**config.mk**
```make
export PLATFORM = sky130hd
export DESIGN_NAME = mdu_top
export DESIGN_NICKNAME = d
export VERILOG_FILES = /design/src/logic/mdu_op_pkg.sv /design/src/logic/mdu_bus_pkg.sv /design/src/logic/multiplier_unsigned.sv /design/src/logic/multiplier_top.sv /design/src/logic/divider_unsigned.sv /design/src/logic/divider_top.sv /design/src/logic/mdu_top.sv
export SDC_FILE = /design/constraint.sdc
export NUM_CORES = 1
export LEC_CHECK = 0
export ABC_AREA = 1
export BUFFER_PORTS_ARGS = -buffer_cell sky130_fd_sc_hd__buf_2
export CAP_MARGIN = 20
export CORE_AREA = 2 2 252 254
export CTS_BUF_LIST = sky130_fd_sc_hd__clkbuf_16
export CTS_CLUSTER_DIAMETER = 60
export DETAILED_ROUTE_END_ITERATION = 10
export DIE_AREA = 0 0 254 256
export MAX_ROUTING_LAYER = met4
export PLACE_DENSITY = 0.66
export SLEW_MARGIN = 20
export SYNTH_ARGS = -nofsm -noshare
export SYNTH_HDL_FRONTEND = slang
export SYNTH_SLANG_ARGS = --single-unit
export TNS_END_PERCENT = 1
```
**constraint.sdc**
```tcl
create_clock -name clk_i -period 6.1 [get_ports clk_i]
set_clock_uncertainty 0.1 [all_clocks]
set_input_delay 1.22 -clock clk_i [delete_from_list [all_inputs] [get_ports clk_i]]
set_output_delay 1.22 -clock clk_i [all_outputs]
set_load 0.005 [all_outputs]
```
**src/logic/mdu_op_pkg.sv**
```systemverilog
package mdu_op_pkg;

  //////////////////////////////////////////////////
  // M extension operations, encoded as funct3
  //////////////////////////////////////////////////

  typedef enum logic [2:0] {
    op_mul    = 3'b000,
    op_mulh   = 3'b001,
    op_mulhsu = 3'b010,
    op_mulhu  = 3'b011,
    op_div    = 3'b100,
    op_divu   = 3'b101,
    op_rem    = 3'b110,
    op_remu   = 3'b111
  } mdu_op_e;

  // Divide group has funct3 bit 2 set
  function automatic logic is_div(mdu_op_e op);
    logic [2:0] code;
    code = op;
    return code[2];
  endfunction

  // Operand a is signed for everything but the unsigned forms
  function automatic logic a_signed(mdu_op_e op);
    return (op == op_mul) || (op == op_mulh) || (op == op_mulhsu) ||
           (op == op_div) || (op == op_rem);
  endfunction

  // Operand b is unsigned for MULHSU as well
  function automatic logic b_signed(mdu_op_e op);
    return (op == op_mul) || (op == op_mulh) || (op == op_div) || (op == op_rem);
  endfunction

endpackage

```
**src/logic/mdu_bus_pkg.sv**
```systemverilog
package mdu_bus_pkg;

  // Architectural operand and result width
  typedef logic [31:0] word_t;

  // One request to the unit
  typedef struct packed {
    mdu_op_pkg::mdu_op_e op;
    word_t               a;
    word_t               b;
  } mdu_req_t;

  //////////////////////////////////////////////////
  // Wide engine result, same 64 bits read two ways
  //////////////////////////////////////////////////

  // Multiplier view, full product
  typedef struct packed {
    word_t hi;
    word_t lo;
  } mul_view_t;

  // Divider view, remainder on top
  typedef struct packed {
    word_t rem;
    word_t quo;
  } div_view_t;

  typedef union packed {
    mul_view_t mul;
    div_view_t div;
  } wide_u;

endpackage

```
**src/logic/multiplier_unsigned.sv**
```systemverilog
module multiplier_unsigned (
  input  logic               clk_i,
  input  logic               reset_i,
  input  logic               start_i,
  input  mdu_bus_pkg::word_t a_i,
  input  mdu_bus_pkg::word_t b_i,
  input  logic               a_sign_i,
  input  logic               b_sign_i,
  output mdu_bus_pkg::wide_u product_o,
  output logic               a_sign_o,
  output logic               b_sign_o,
  output logic               done_o
);

  // Shifted multiplicand, grows left each step
  logic [63:0] mcand_q;
  // Multiplier, consumed from bit 0
  logic [31:0] mplier_q;
  // Running partial product
  logic [63:0] acc_q;
  logic [5:0]  count_q;
  logic        running_q;
  logic        done_q;
  logic        a_sign_q;
  logic        b_sign_q;

  //////////////////////////////////////////////////
  // Control
  //////////////////////////////////////////////////

  always_ff @(posedge clk_i) begin
    if (reset_i) begin
      running_q <= 1'b0;
      count_q   <= 6'd0;
      done_q    <= 1'b0;
    end else begin
      // Pulse by default
      done_q <= 1'b0;
      if (start_i) begin
        running_q <= 1'b1;
        count_q   <= 6'd0;
      end else if (running_q) begin
        count_q <= count_q + 6'd1;
        // Last step lands here, product valid with done
        if (count_q == 6'd31) begin
          running_q <= 1'b0;
          done_q    <= 1'b1;
        end
      end
    end
  end

  //////////////////////////////////////////////////
  // Shift-add datapath
  //////////////////////////////////////////////////

  always_ff @(posedge clk_i) begin
    if (start_i) begin
      mcand_q  <= {32'd0, a_i};
      mplier_q <= b_i;
      acc_q    <= 64'd0;
      // Signs captured now, operands may move on before done
      a_sign_q <= a_sign_i;
      b_sign_q <= b_sign_i;
    end else if (running_q) begin
      if (mplier_q[0]) begin
        acc_q <= acc_q + mcand_q;
      end
      mcand_q  <= mcand_q << 1;
      mplier_q <= mplier_q >> 1;
    end
  end

  assign product_o.mul = '{hi: acc_q[63:32], lo: acc_q[31:0]};
  assign a_sign_o      = a_sign_q;
  assign b_sign_o      = b_sign_q;
  assign done_o        = done_q;

  // One-cycle done
  done_pulse_a: assert property (@(posedge clk_i) disable iff (reset_i)
    done_q |=> !done_q);

  // Never runs past 32 steps
  count_range_a: assert property (@(posedge clk_i) disable iff (reset_i)
    count_q <= 6'd32);

endmodule

```
**src/logic/multiplier_top.sv**
```systemverilog
module multiplier_top (
  input  logic                  clk_i,
  input  logic                  reset_i,
  input  logic                  start_i,
  input  mdu_bus_pkg::mdu_req_t req_i,
  output mdu_bus_pkg::wide_u    result_o,
  output logic                  done_o
);

  // Operand is negative and the op treats it as signed
  logic               a_neg;
  logic               b_neg;
  mdu_bus_pkg::word_t a_mag;
  mdu_bus_pkg::word_t b_mag;
  mdu_bus_pkg::wide_u core_prod;
  logic               a_sign;
  logic               b_sign;
  logic               core_done;
  logic [63:0]        prod_mag;
  logic [63:0]        prod_signed;
  logic               negate;

  //////////////////////////////////////////////////
  // Pre-processing to magnitudes
  //////////////////////////////////////////////////

  // MULHU leaves both alone, MULHSU only a
  assign a_neg = mdu_op_pkg::a_signed(req_i.op) & req_i.a[31];
  assign b_neg = mdu_op_pkg::b_signed(req_i.op) & req_i.b[31];

  assign a_mag = a_neg ? (~req_i.a + 32'd1) : req_i.a;
  assign b_mag = b_neg ? (~req_i.b + 32'd1) : req_i.b;

  // Unsigned core, also holds the effective signs
  multiplier_unsigned multiplier_unsigned_i (
    .clk_i     (clk_i),
    .reset_i   (reset_i),
    .start_i   (start_i),
    .a_i       (a_mag),
    .b_i       (b_mag),
    .a_sign_i  (a_neg),
    .b_sign_i  (b_neg),
    .product_o (core_prod),
    .a_sign_o  (a_sign),
    .b_sign_o  (b_sign),
    .done_o    (core_done)
  );

  //////////////////////////////////////////////////
  // Post-negation
  //////////////////////////////////////////////////

  assign prod_mag = {core_prod.mul.hi, core_prod.mul.lo};

  // Unsigned operands already have sign zero here,
  // so one XOR covers every op
  assign negate      = a_sign ^ b_sign;
  assign prod_signed = negate ? (~prod_mag + 64'd1) : prod_mag;

  always_ff @(posedge clk_i) begin
    if (reset_i) begin
      done_o <= 1'b0;
    end else begin
      done_o <= core_done;
    end
  end

  // Last product held until the next one completes
  always_ff @(posedge clk_i) begin
    if (core_done) begin
      result_o.mul <= '{hi: prod_signed[63:32], lo: prod_signed[31:0]};
    end
  end

endmodule

```
**src/logic/divider_unsigned.sv**
```systemverilog
module divider_unsigned (
  input  logic               clk_i,
  input  logic               reset_i,
  input  logic               start_i,
  input  mdu_bus_pkg::word_t dividend_i,
  input  mdu_bus_pkg::word_t divisor_i,
  output mdu_bus_pkg::wide_u result_o,
  output logic               done_o
);

  // Dividend bits leave at the top, quotient bits enter at the bottom
  logic [31:0] quo_q;
  // Partial remainder
  logic [31:0] rem_q;
  logic [31:0] divisor_q;
  logic [5:0]  count_q;
  logic        running_q;
  logic        done_q;
  // Trial step
  logic [32:0] shifted;
  logic [32:0] diff;
  logic        fits;

  //////////////////////////////////////////////////
  // Control
  //////////////////////////////////////////////////

  always_ff @(posedge clk_i) begin
    if (reset_i) begin
      running_q <= 1'b0;
      count_q   <= 6'd0;
      done_q    <= 1'b0;
    end else begin
      done_q <= 1'b0;
      if (start_i) begin
        running_q <= 1'b1;
        count_q   <= 6'd0;
      end else if (running_q) begin
        count_q <= count_q + 6'd1;
        // Step 32 finishes here
        if (count_q == 6'd31) begin
          running_q <= 1'b0;
          done_q    <= 1'b1;
        end
      end
    end
  end

  //////////////////////////////////////////////////
  // Restoring step
  //////////////////////////////////////////////////

  // Bring the next dividend bit down
  assign shifted = {rem_q, quo_q[31]};
  assign diff    = shifted - {1'b0, divisor_q};
  // No borrow means the divisor fits
  assign fits    = ~diff[32];

  // Zero divisor always fits, so quotient fills with ones
  // and the remainder collects the dividend unchanged
  always_ff @(posedge clk_i) begin
    if (start_i) begin
      quo_q     <= dividend_i;
      rem_q     <= 32'd0;
      divisor_q <= divisor_i;
    end else if (running_q) begin
      rem_q <= fits ? diff[31:0] : shifted[31:0];
      quo_q <= {quo_q[30:0], fits};
    end
  end

  assign result_o.div = '{rem: rem_q, quo: quo_q};
  assign done_o       = done_q;

  // Done lasts one cycle
  done_pulse_a: assert property (@(posedge clk_i) disable iff (reset_i)
    done_q |=> !done_q);

endmodule

```
**src/logic/divider_top.sv**
```systemverilog
module divider_top (
  input  logic                  clk_i,
  input  logic                  reset_i,
  input  logic                  start_i,
  input  mdu_bus_pkg::mdu_req_t req_i,
  output mdu_bus_pkg::wide_u    result_o,
  output logic                  done_o
);

  logic               a_neg;
  logic               b_neg;
  mdu_bus_pkg::word_t a_mag;
  mdu_bus_pkg::word_t b_mag;
  // Held from start to the end of the operation
  logic               a_neg_q;
  logic               b_neg_q;
  logic               b_zero_q;
  mdu_bus_pkg::wide_u core_res;
  logic               core_done;
  logic               quo_neg;
  logic               rem_neg;
  mdu_bus_pkg::word_t quo_signed;
  mdu_bus_pkg::word_t rem_signed;

  //////////////////////////////////////////////////
  // Magnitudes and latched flags
  //////////////////////////////////////////////////

  // DIVU and REMU see both operands as unsigned
  assign a_neg = mdu_op_pkg::a_signed(req_i.op) & req_i.a[31];
  assign b_neg = mdu_op_pkg::b_signed(req_i.op) & req_i.b[31];

  // Most negative value maps onto itself, 0x80000000,
  // read as unsigned that is 2^31, the right magnitude
  assign a_mag = a_neg ? (~req_i.a + 32'd1) : req_i.a;
  assign b_mag = b_neg ? (~req_i.b + 32'd1) : req_i.b;

  always_ff @(posedge clk_i) begin
    if (start_i) begin
      a_neg_q  <= a_neg;
      b_neg_q  <= b_neg;
      b_zero_q <= (req_i.b == 32'd0);
    end
  end

  divider_unsigned divider_unsigned_i (
    .clk_i      (clk_i),
    .reset_i    (reset_i),
    .start_i    (start_i),
    .dividend_i (a_mag),
    .divisor_i  (b_mag),
    .result_o   (core_res),
    .done_o     (core_done)
  );

  //////////////////////////////////////////////////
  // Sign rules
  //////////////////////////////////////////////////

  // All-ones quotient from a zero divisor stays as it is
  assign quo_neg = (a_neg_q ^ b_neg_q) & ~b_zero_q;
  // Remainder follows the dividend
  assign rem_neg = a_neg_q;

  // Overflow case of min / -1
  // 2^31 / 1 gives 2^31 and remainder 0, and with both signs
  // negative the quotient is left as 0x80000000, the ISA result
  assign quo_signed = quo_neg ? (~core_res.div.quo + 32'd1) : core_res.div.quo;
  assign rem_signed = rem_neg ? (~core_res.div.rem + 32'd1) : core_res.div.rem;

  always_ff @(posedge clk_i) begin
    if (reset_i) begin
      done_o <= 1'b0;
    end else begin
      done_o <= core_done;
    end
  end

  always_ff @(posedge clk_i) begin
    if (core_done) begin
      result_o.div <= '{rem: rem_signed, quo: quo_signed};
    end
  end

endmodule

```
**src/logic/mdu_top.sv**
```systemverilog
module mdu_top (
  input  logic                  clk_i,
  input  logic                  reset_i,
  input  logic                  start_i,
  input  mdu_bus_pkg::mdu_req_t req_i,
  output mdu_bus_pkg::word_t    result_o,
  output logic                  done_o
);

  logic                busy_q;
  mdu_op_pkg::mdu_op_e op_q;
  logic                accept;
  logic                mul_start;
  logic                div_start;
  mdu_bus_pkg::wide_u  mul_res;
  mdu_bus_pkg::wide_u  div_res;
  logic                mul_done;
  logic                div_done;
  logic                eng_done;
  mdu_bus_pkg::wide_u  sel_res;
  mdu_bus_pkg::word_t  res_word;

  // Starts while busy are dropped
  assign accept    = start_i & ~busy_q;
  assign div_start = accept & mdu_op_pkg::is_div(req_i.op);
  assign mul_start = accept & ~mdu_op_pkg::is_div(req_i.op);
  assign eng_done  = mul_done | div_done;

  multiplier_top multiplier_top_i (
    .clk_i    (clk_i),
    .reset_i  (reset_i),
    .start_i  (mul_start),
    .req_i    (req_i),
    .result_o (mul_res),
    .done_o   (mul_done)
  );

  divider_top divider_top_i (
    .clk_i    (clk_i),
    .reset_i  (reset_i),
    .start_i  (div_start),
    .req_i    (req_i),
    .result_o (div_res),
    .done_o   (div_done)
  );

  //////////////////////////////////////////////////
  // Result word select by the op that was started
  //////////////////////////////////////////////////

  assign sel_res = mdu_op_pkg::is_div(op_q) ? div_res : mul_res;

  always_comb begin
    case (op_q)
      mdu_op_pkg::op_mul:                        res_word = sel_res.mul.lo;
      mdu_op_pkg::op_mulh, mdu_op_pkg::op_mulhsu,
      mdu_op_pkg::op_mulhu:                      res_word = sel_res.mul.hi;
      mdu_op_pkg::op_div, mdu_op_pkg::op_divu:   res_word = sel_res.div.quo;
      default:                                   res_word = sel_res.div.rem;
    endcase
  end

  always_ff @(posedge clk_i) begin
    if (accept) begin
      op_q <= req_i.op;
    end
  end

  // Busy from accept to engine done, one registered cycle to the port
  always_ff @(posedge clk_i) begin
    if (reset_i) begin
      busy_q   <= 1'b0;
      done_o   <= 1'b0;
      result_o <= '0;
    end else begin
      done_o <= eng_done;
      if (accept) begin
        busy_q <= 1'b1;
      end else if (eng_done) begin
        busy_q <= 1'b0;
      end
      if (eng_done) begin
        result_o <= res_word;
      end
    end
  end

  // Only one engine runs at a time
  one_engine_a: assert property (@(posedge clk_i) disable iff (reset_i)
    !(mul_done && div_done));

endmodule

```
==> impl_metrics.json, run 1 <==
{
  "cp_max_fo": 33,
  "grt_first_pass_wirelength_mm": 154,
  "post-route-drc-count": 0,
  "synthTopCellsByArea": "edfxtp_1 (26%), nand2_1 (20%), dfxtp_1 (12%)",
  "hold_buffers": 0,
  "routedWlPerCell_um": 18.1,
  "crit_required_ns": 6.50,
  "synth_top_cell_by_area": "edfxtp_1",
  "drv_cap": 0,
  "setup_viol": 0,
  "path_clk_slew_ns": 0.06,
  "final_area_mm2": 0.0339,
  "post-cts-setup-buffers": 0,
  "first_pass_iters": 8,
  "r2r_end": "divider_top_i.divider_unsigned_i.rem_q[29]$_SDFFE_PP0P_",
  "syn_nets": 4762,
  "grt_antenna_before_repair": 1,
  "worstHoldEndpoint": "divider_top_i.result_o[20]$_DFFE_PP_",
  "max_freq_ghz": 0.292,
  "gp_congestion": 0.991,
  "syn_inst": 4588,
  "worstMarginPinSlew_ns": 1.02,
  "yosysWarnings": 0,
  "cts_inserted_buffers": 55,
  "rsz0062_at_grt": "no",
  "timing.final.crit_share": 0.561,
  "cts-root-buf": "clkbuf_16",
  "holdPathStages": 0,
  "dp_hpwl_mm": 78.8,
  "power_mw": 9.23,
  "area_growth_pct": 10.0,
  "ir_drop_mv": 0.216,
  "vias": 29000,
  "regToRegSetupSlack_ns": 3.06,
  "initial_core_util": 0.494,
  "grt_usage": 0.319,
  "crit_arrival_ns": 3.82,
  "power_density_mw_per_mm2": 273,
  "synth_area_mm2": 0.0308,
  "criticalPathCategory": "input port to register",
  "design.die.area_mm2": 0.0650,
  "yosys.area.top_type_share": 0.257,
  "routed_wl_mm": 101,
  "synthArstFlopShare": 0,
  "dpl_cell_area_mm2": 0.0321,
  "end_kind": "register",
  "synth-seq-area-share": 0.374,
  "outcome": "completed",
  "cts-resized-gates": 0,
  "die_w_um": 254,
  "mostFrequentLayoutCell": "nand2_1",
  "yosys_register_bits": 444,
  "cts_max_path_buffers": 3,
  "drive_above_1_share": 0.0585,
  "dr.first_iter.drc_count": 3133,
  "portBuffers": 102,
  "min_period_ns": 3.42,
  "hold_violations": 0,
  "synthFlopType": "edfxtp_1",
  "avgSynthCellArea_um2": 6.71,
  "overflow": 0,
  "grt_max_degree": 119,
  "relSlewSlack": 0.318,
  "critPathLaunchType": "input port",
  "num_io_pins": 103,
  "std_cell_rows": 92,
  "worstHoldPathType": "register to register",
  "p_leak_nw": 17.3,
  "final_net_count": 4830,
  "worst_r2r_path_depth": 9,
  "finalSetupTns_ns": 0,
  "timing.rr.start": "busy_q$_SDFFE_PP0P_",
  "synth_edf_count": 264,
  "clk_latency_ns": 0.62,
  "htree_levels": 2,
  "core_mm2": 0.0624,
  "timing.hold.ws_ns": 0.371,
  "cts_sinks": 444,
  "grt_pass1_vias": 26300,
  "cts_tree": "yes",
  "drv_slew": 0,
  "most-common-layout-cells": "nand2_1 (1,662), inv_1 (843), nor2_1 (355), nand3_1 (267), edfxtp_1 (264)",
  "die_h_um": 256,
  "holdCritStartpoint": "divider_top_i.divider_unsigned_i.done_o$_SDFF_PP0_",
  "yosysUniqueCellTypes": 50,
  "via_per_inst": 5.23,
  "antenna_left": 0
}
cell usage after synthesis (14+ instances only):
| cell type | n |
|---|---|
| nand4_1 | 44 |
| nand3_1 | 267 |
| nor3_1 | 68 |
| xor2_1 | 169 |
| nor2_1 | 358 |
| nand2_1 | 1663 |
| o21ai_0 | 181 |
| inv_1 | 832 |
| a31oi_1 | 44 |
| edfxtp_1 | 264 |
| dfxtp_1 | 180 |
| ha_1 | 102 |
| xnor2_1 | 39 |
| buf_2 | 14 |
| a32o_1 | 32 |
| clkbuf_1 | 81 |
| o21bai_1 | 27 |
| a21oi_1 | 86 |
final cells by class:
| cell class | instances | area, um2 |
|---|---|---|
| diodes | 1 | 2.50 |
| fillers | 6357 | 28500 |
| well taps | 846 | 1060 |
| clock inverters | 43 | 340 |
| multi-input cells | 3184 | 15600 |
| flip-flops and latches | 444 | 11500 |
| clock buffers | 57 | 1430 |
| repair buffers | 124 | 701 |
| inverters | 847 | 3180 |
stage by stage:
stage,util,std cells,setup WS [ns]
6_report,0.543,5546,2.68
5_1_grt,0.543,5545,2.41
4_1_cts,0.543,5545,2.70
3_5_place_dp,0.515,5445,2.05
3_3_place_gp,0.514,5444,2.14
2_1_floorplan,-,4588,1.93
worst max path at each step:
| stage | startpoint | cells past startpoint | slack (ns) | end |
|---|---|---|---|---|
| 3_5_place_dp | start_i | 11 | 2.05 | divider_top_i.divider_unsigned_i.rem_q[30]$_SDFFE_PP0P_ |
| 2_1_floorplan | start_i | 8 | 1.93 | register |
| 5_1_grt | start_i | 11 | 2.41 | divider_top_i.divider_unsigned_i.rem_q[29]$_SDFFE_PP0P_ |
| 3_3_place_gp | start_i | 11 | 2.14 | divider_top_i.divider_unsigned_i.rem_q[27]$_SDFFE_PP0P_ |
| 6_report | start_i | 11 | 2.68 | divider_top_i.divider_unsigned_i.rem_q[29]$_SDFFE_PP0P_ |
| 4_1_cts | start_i | 11 | 2.70 | divider_top_i.divider_unsigned_i.rem_q[30]$_SDFFE_PP0P_ |
routing by layer:
layer / global-route usage / vias up / part of all wire
li1: - / 14500 / -
met1: 0.489 / 13200 / 0.48
met2: 0.437 / 1200 / 0.40
met3: 0.0567 / 115 / 0.11
met4: 0.0559 / 0 / 0.017
met5: - / - / 0
critical path, stage by stage:
cell	delay, ns
buf_2	0.08
inv_1	0.04
nor2_1	0.25
inv_1	0.18
nor2_4	0.18
inv_1	0.39
nand2_1	0.16
buf_4	0.42
inv_1	0.58
nand2_1	0.18
o21ai_0	0.10
power breakdown:
part | leakage, nW | total (mW) | switching, mW | internal, mW
sequential | 3.92 | 3.73 | 0.301 | 3.43
clock | 0.915 | 3.20 | 1.37 | 1.83
combinational | 12.5 | 2.30 | 1.60 | 0.694
total | 17.3 | 9.23 | 3.27 | 5.96
registers in the layout (all words and copies together), names as in the netlist, 3 cells and up:
name                                              count
op_q                                                  3
divider_top_i.divider_unsigned_i.count_q              6
multiplier_top_i.result_o                            64
result_o                                             32
multiplier_top_i.multiplier_unsigned_i.mplier_q      32
multiplier_top_i.multiplier_unsigned_i.product_o     64
multiplier_top_i.multiplier_unsigned_i.count_q        6
divider_top_i.result_o                               64
divider_top_i.divider_unsigned_i.rem_q               32
divider_top_i.divider_unsigned_i.quo_q               32
multiplier_top_i.multiplier_unsigned_i.mcand_q       64
divider_top_i.divider_unsigned_i.divisor_q           32
cell families after synthesis:
family	after synthesis	synth area share
XOR/XNOR	208	0.0592
adder cells (fa/ha/maj)	104	0.0427
buffers and inverters	960	0.119
AO/OA/AOI/OAI	397	0.0758
AND/OR/NAND/NOR	2475	0.329
flip-flops	444	0.374
Power figures use the tool's default switching activity.
==> run 2: changes to the inputs <==
Settings changed: ABC_AREA 1 to 0, CORE_AREA 2 2 252 254 to 2 2 230 232, DIE_AREA 0 0 254 256 to 0 0 232 234, PLACE_DENSITY 0.66 to 0.69.
Clock period 6.1 ns to 3.1 ns, I/O delays scaled along.
==> run 2 against run 1 <==
  * The run now ends with negative setup slack left
  * Flip-flop and latch count unchanged
  * Clock power grew 79%
  * Die area fell by 17%
  * Power rose by 120%
  * Combinational power increased to 3.2 times the previous value
  * Synthesized cell count down 41%
  * Global-route usage down 3.5 points
  * Worst hold slack worse by 0.26 ns
  * Sequential share of layout area is 2.5 points higher
  * Clock-buffer cell count shrank 5
  * First-iteration DRC count is 37% lower
  * Routed wire length fell by 26%
  * Largest cell class unchanged
==> impl_metrics.json, run 2 <==
{
  "drive_above_1_share": 0.220,
  "synth_area_mm2": 0.0256,
  "htree_levels": 2,
  "yosys_register_bits": 444,
  "synthArstFlopShare": 0,
  "dp_hpwl_mm": 57.5,
  "synth_edf_count": 264,
  "setup_viol": 57,
  "path_clk_slew_ns": 0.06,
  "crit_required_ns": 3.48,
  "nFillCells": 4411,
  "drv_cap": 0,
  "synthFlopType": "edfxtp_1",
  "worstMarginPinSlew_ns": 0.879,
  "die_h_um": 234,
  "synth_top_cell_by_area": "edfxtp_1",
  "antenna_left": 0,
  "syn_inst": 2709,
  "min_period_ns": 3.58,
  "cts_sinks": 444,
  "synth_compound_area_frac": 0.168,
  "utilization": 0.607,
  "yosysUniqueCellTypes": 85,
  "final_net_count": 3292,
  "dr.first_iter.drc_count": 1975,
  "mostFrequentLayoutCell": "nand2_1",
  "cts_max_path_buffers": 3,
  "die_w_um": 232,
  "hold_violations": 0,
  "relSlewSlack": 0.413,
  "syn_nets": 2883,
  "yosysWarnings": 0,
  "synthTopCellsByArea": "edfxtp_1 (31%), dfxtp_1 (14%), nand2_1 (6.1%)",
  "drv_slew": 0,
  "via_per_inst": 5.71,
  "synth-seq-area-share": 0.451,
  "area_growth_pct": 23.5,
  "vias": 22000,
  "power_density_mw_per_mm2": 645,
  "cts_inserted_buffers": 51,
  "core_mm2": 0.0520,
  "critPathLaunchType": "register",
  "first_pass_iters": 5,
  "dp.cells": 3749,
  "regToRegSetupSlack_ns": -0.48,
  "violations": "negative setup slack",
  "grt_max_degree": 92,
  "end_kind": "register",
  "clk_latency_ns": 0.61,
  "timing.final.crit_share": 1.15,
  "synthMuxAreaShare": 0.0532,
  "grt_antenna_before_repair": 3,
  "synth_fa_ha_area_frac": 0.0515,
  "power_mw": 20.4,
  "ir_drop_mv": 0.503,
  "timing.hold.ws_ns": 0.111,
  "post-route-drc-count": 0,
  "cp_max_fo": 4,
  "synth_simple_gate_area_frac": 0.152,
  "finalSetupTns_ns": -8.62,
  "synth.most_common_cell": "nand2_1",
  "most-common-layout-cells": "nand2_1 (415), buf_4 (377), edfxtp_1 (264), a21oi_1 (210), o21ai_0 (190)",
  "fin_ws_ns": -0.478,
  "synth_top_family_by_area": "compound AO/OA/AOI/OAI gates",
  "grt_usage": 0.284,
  "cts-root-buf": "clkbuf_16",
  "cts_tree": "yes",
  "gp_congestion": 0.953,
  "synth_commonest_cells": "nand2_1 (418), edfxtp_1 (264), a21oi_1 (225), o21ai_0 (203), dfxtp_1 (180)",
  "p_leak_nw": 13.4,
  "yosys.area.top_type_share": 0.310,
  "initial_core_util": 0.492,
  "max_freq_ghz": 0.279,
  "criticalPathCategory": "register to register",
  "layoutNonFillerInstCount": 3849,
  "worst_r2r_path_depth": 13,
  "synth_xor_area_frac": 0.0924,
  "std_cell_rows": 84,
  "num_io_pins": 103,
  "grt_pass1_vias": 21300,
  "worstHoldPathType": "input port to register",
  "rsz0062_at_grt": "yes",
  "design.die.area_mm2": 0.0543,
  "overflow": 0,
  "grt_first_pass_wirelength_mm": 116,
  "routed_wl_mm": 74.9,
  "avgSynthCellArea_um2": 9.44,
  "outcome": "complete, but fails checks",
  "portBuffers": 102,
  "crit_arrival_ns": 3.96,
  "routedWlPerCell_um": 19.4
}
-- run 2: cell types whose count changed after synthesis, sizes merged, moves of 109 or more --
cell   previous run  this run
a21oi            88       225
inv             844        85
mux2i             0       130
nand2          1679       420
nand3           270        38
nor2            367       174
xnor2            39       148
-- run 2: worst max-delay path, cell delays in order, from the launching register on --
cell	delay, ns
edfxtp_1	0.43
ha_4	0.19
fa_2	0.34
a211o_1	0.29
a211o_1	0.37
a2111oi_4	0.38
o32ai_2	0.18
o21ba_2	0.25
o21ai_4	0.19
buf_4	0.14
a21oi_1	0.06
or3_1	0.32
a31oi_1	0.17
nor2_1	0.05
-- run 2: worst min-delay path by stage --
| stage | end | slack [ns] | startpoint | depth (start not counted) |
|---|---|---|---|---|
| after floorplan | divider_top_i.divider_unsigned_i.done_o$_SDFF_PP0_ | 0.34 | divider_top_i.divider_unsigned_i.count_q[5]$_SDFFE_PP0P_ | 1 |
| after global placement | multiplier_top_i.done_o$_SDFF_PP0_ | 0.34 | multiplier_top_i.multiplier_unsigned_i.done_o$_SDFF_PP0_ | 1 |
| after detailed placement | multiplier_top_i.done_o$_SDFF_PP0_ | 0.35 | multiplier_top_i.multiplier_unsigned_i.done_o$_SDFF_PP0_ | 1 |
| after CTS | op_q[0]$_DFFE_PP_ | 0.09 | req_i[64] | 1 |
| after global routing | op_q[0]$_DFFE_PP_ | 0.12 | req_i[64] | 1 |
| final | op_q[0]$_DFFE_PP_ | 0.11 | req_i[64] | 1 |
-- run 2: timing repair --
action,in CTS,in global routing
pin swaps,42,21
hold buffers,0,0
setup buffers,1,3
setup endpoints to repair,80,98
gates cloned,0,0
gates resized for setup,61,50
hold endpoints to repair,0,0
-- run 2: kinds of logic after synthesis --
kind of cell,after synthesis
AO/OA/AOI/OAI,687
AND/OR/NAND/NOR,852
XOR/XNOR,269
adder cells (fa/ha/maj),104
multiplexers,135
flip-flops,444
buffers and inverters,218
-- run 2: layout make-up --
cell class | count | area [um2] | share of cell area
antenna | 1 | 2.50 | 0.0000792
inverter | 87 | 328 | 0.0104
clock buffer | 52 | 1300 | 0.0412
tap | 688 | 861 | 0.0272
timing repair buffer | 487 | 3480 | 0.110
sequential | 444 | 11500 | 0.365
multi-input combinational | 2047 | 13800 | 0.437
clock inverter | 43 | 278 | 0.00879
-- run 2: power by group --
part / switching [mW] / internal, mW / total, mW
sequential: 0.390 / 6.90 / 7.29
clock: 2.56 / 3.17 / 5.73
combinational: 3.93 / 3.43 / 7.36
total: 6.88 / 13.5 / 20.4
-- run 2: metrics by stage --
| step | setup WS, ns | instance area (um2) |
|---|---|---|
| after floorplan | -0.351 | 25600 |
| after global placement | -0.658 | 29500 |
| after detailed placement | -0.705 | 29500 |
| after CTS | -0.527 | 31300 |
| after global routing | -0.647 | 31600 |
| final | -0.478 | 31600 |
-- run 2: layer usage --
metal | track usage | routed length (um)
met1 | 0.390 | 33500
met2 | 0.428 | 33200
met3 | 0.0517 | 6210
met4 | 0.0835 | 2000
met5 | - | 0
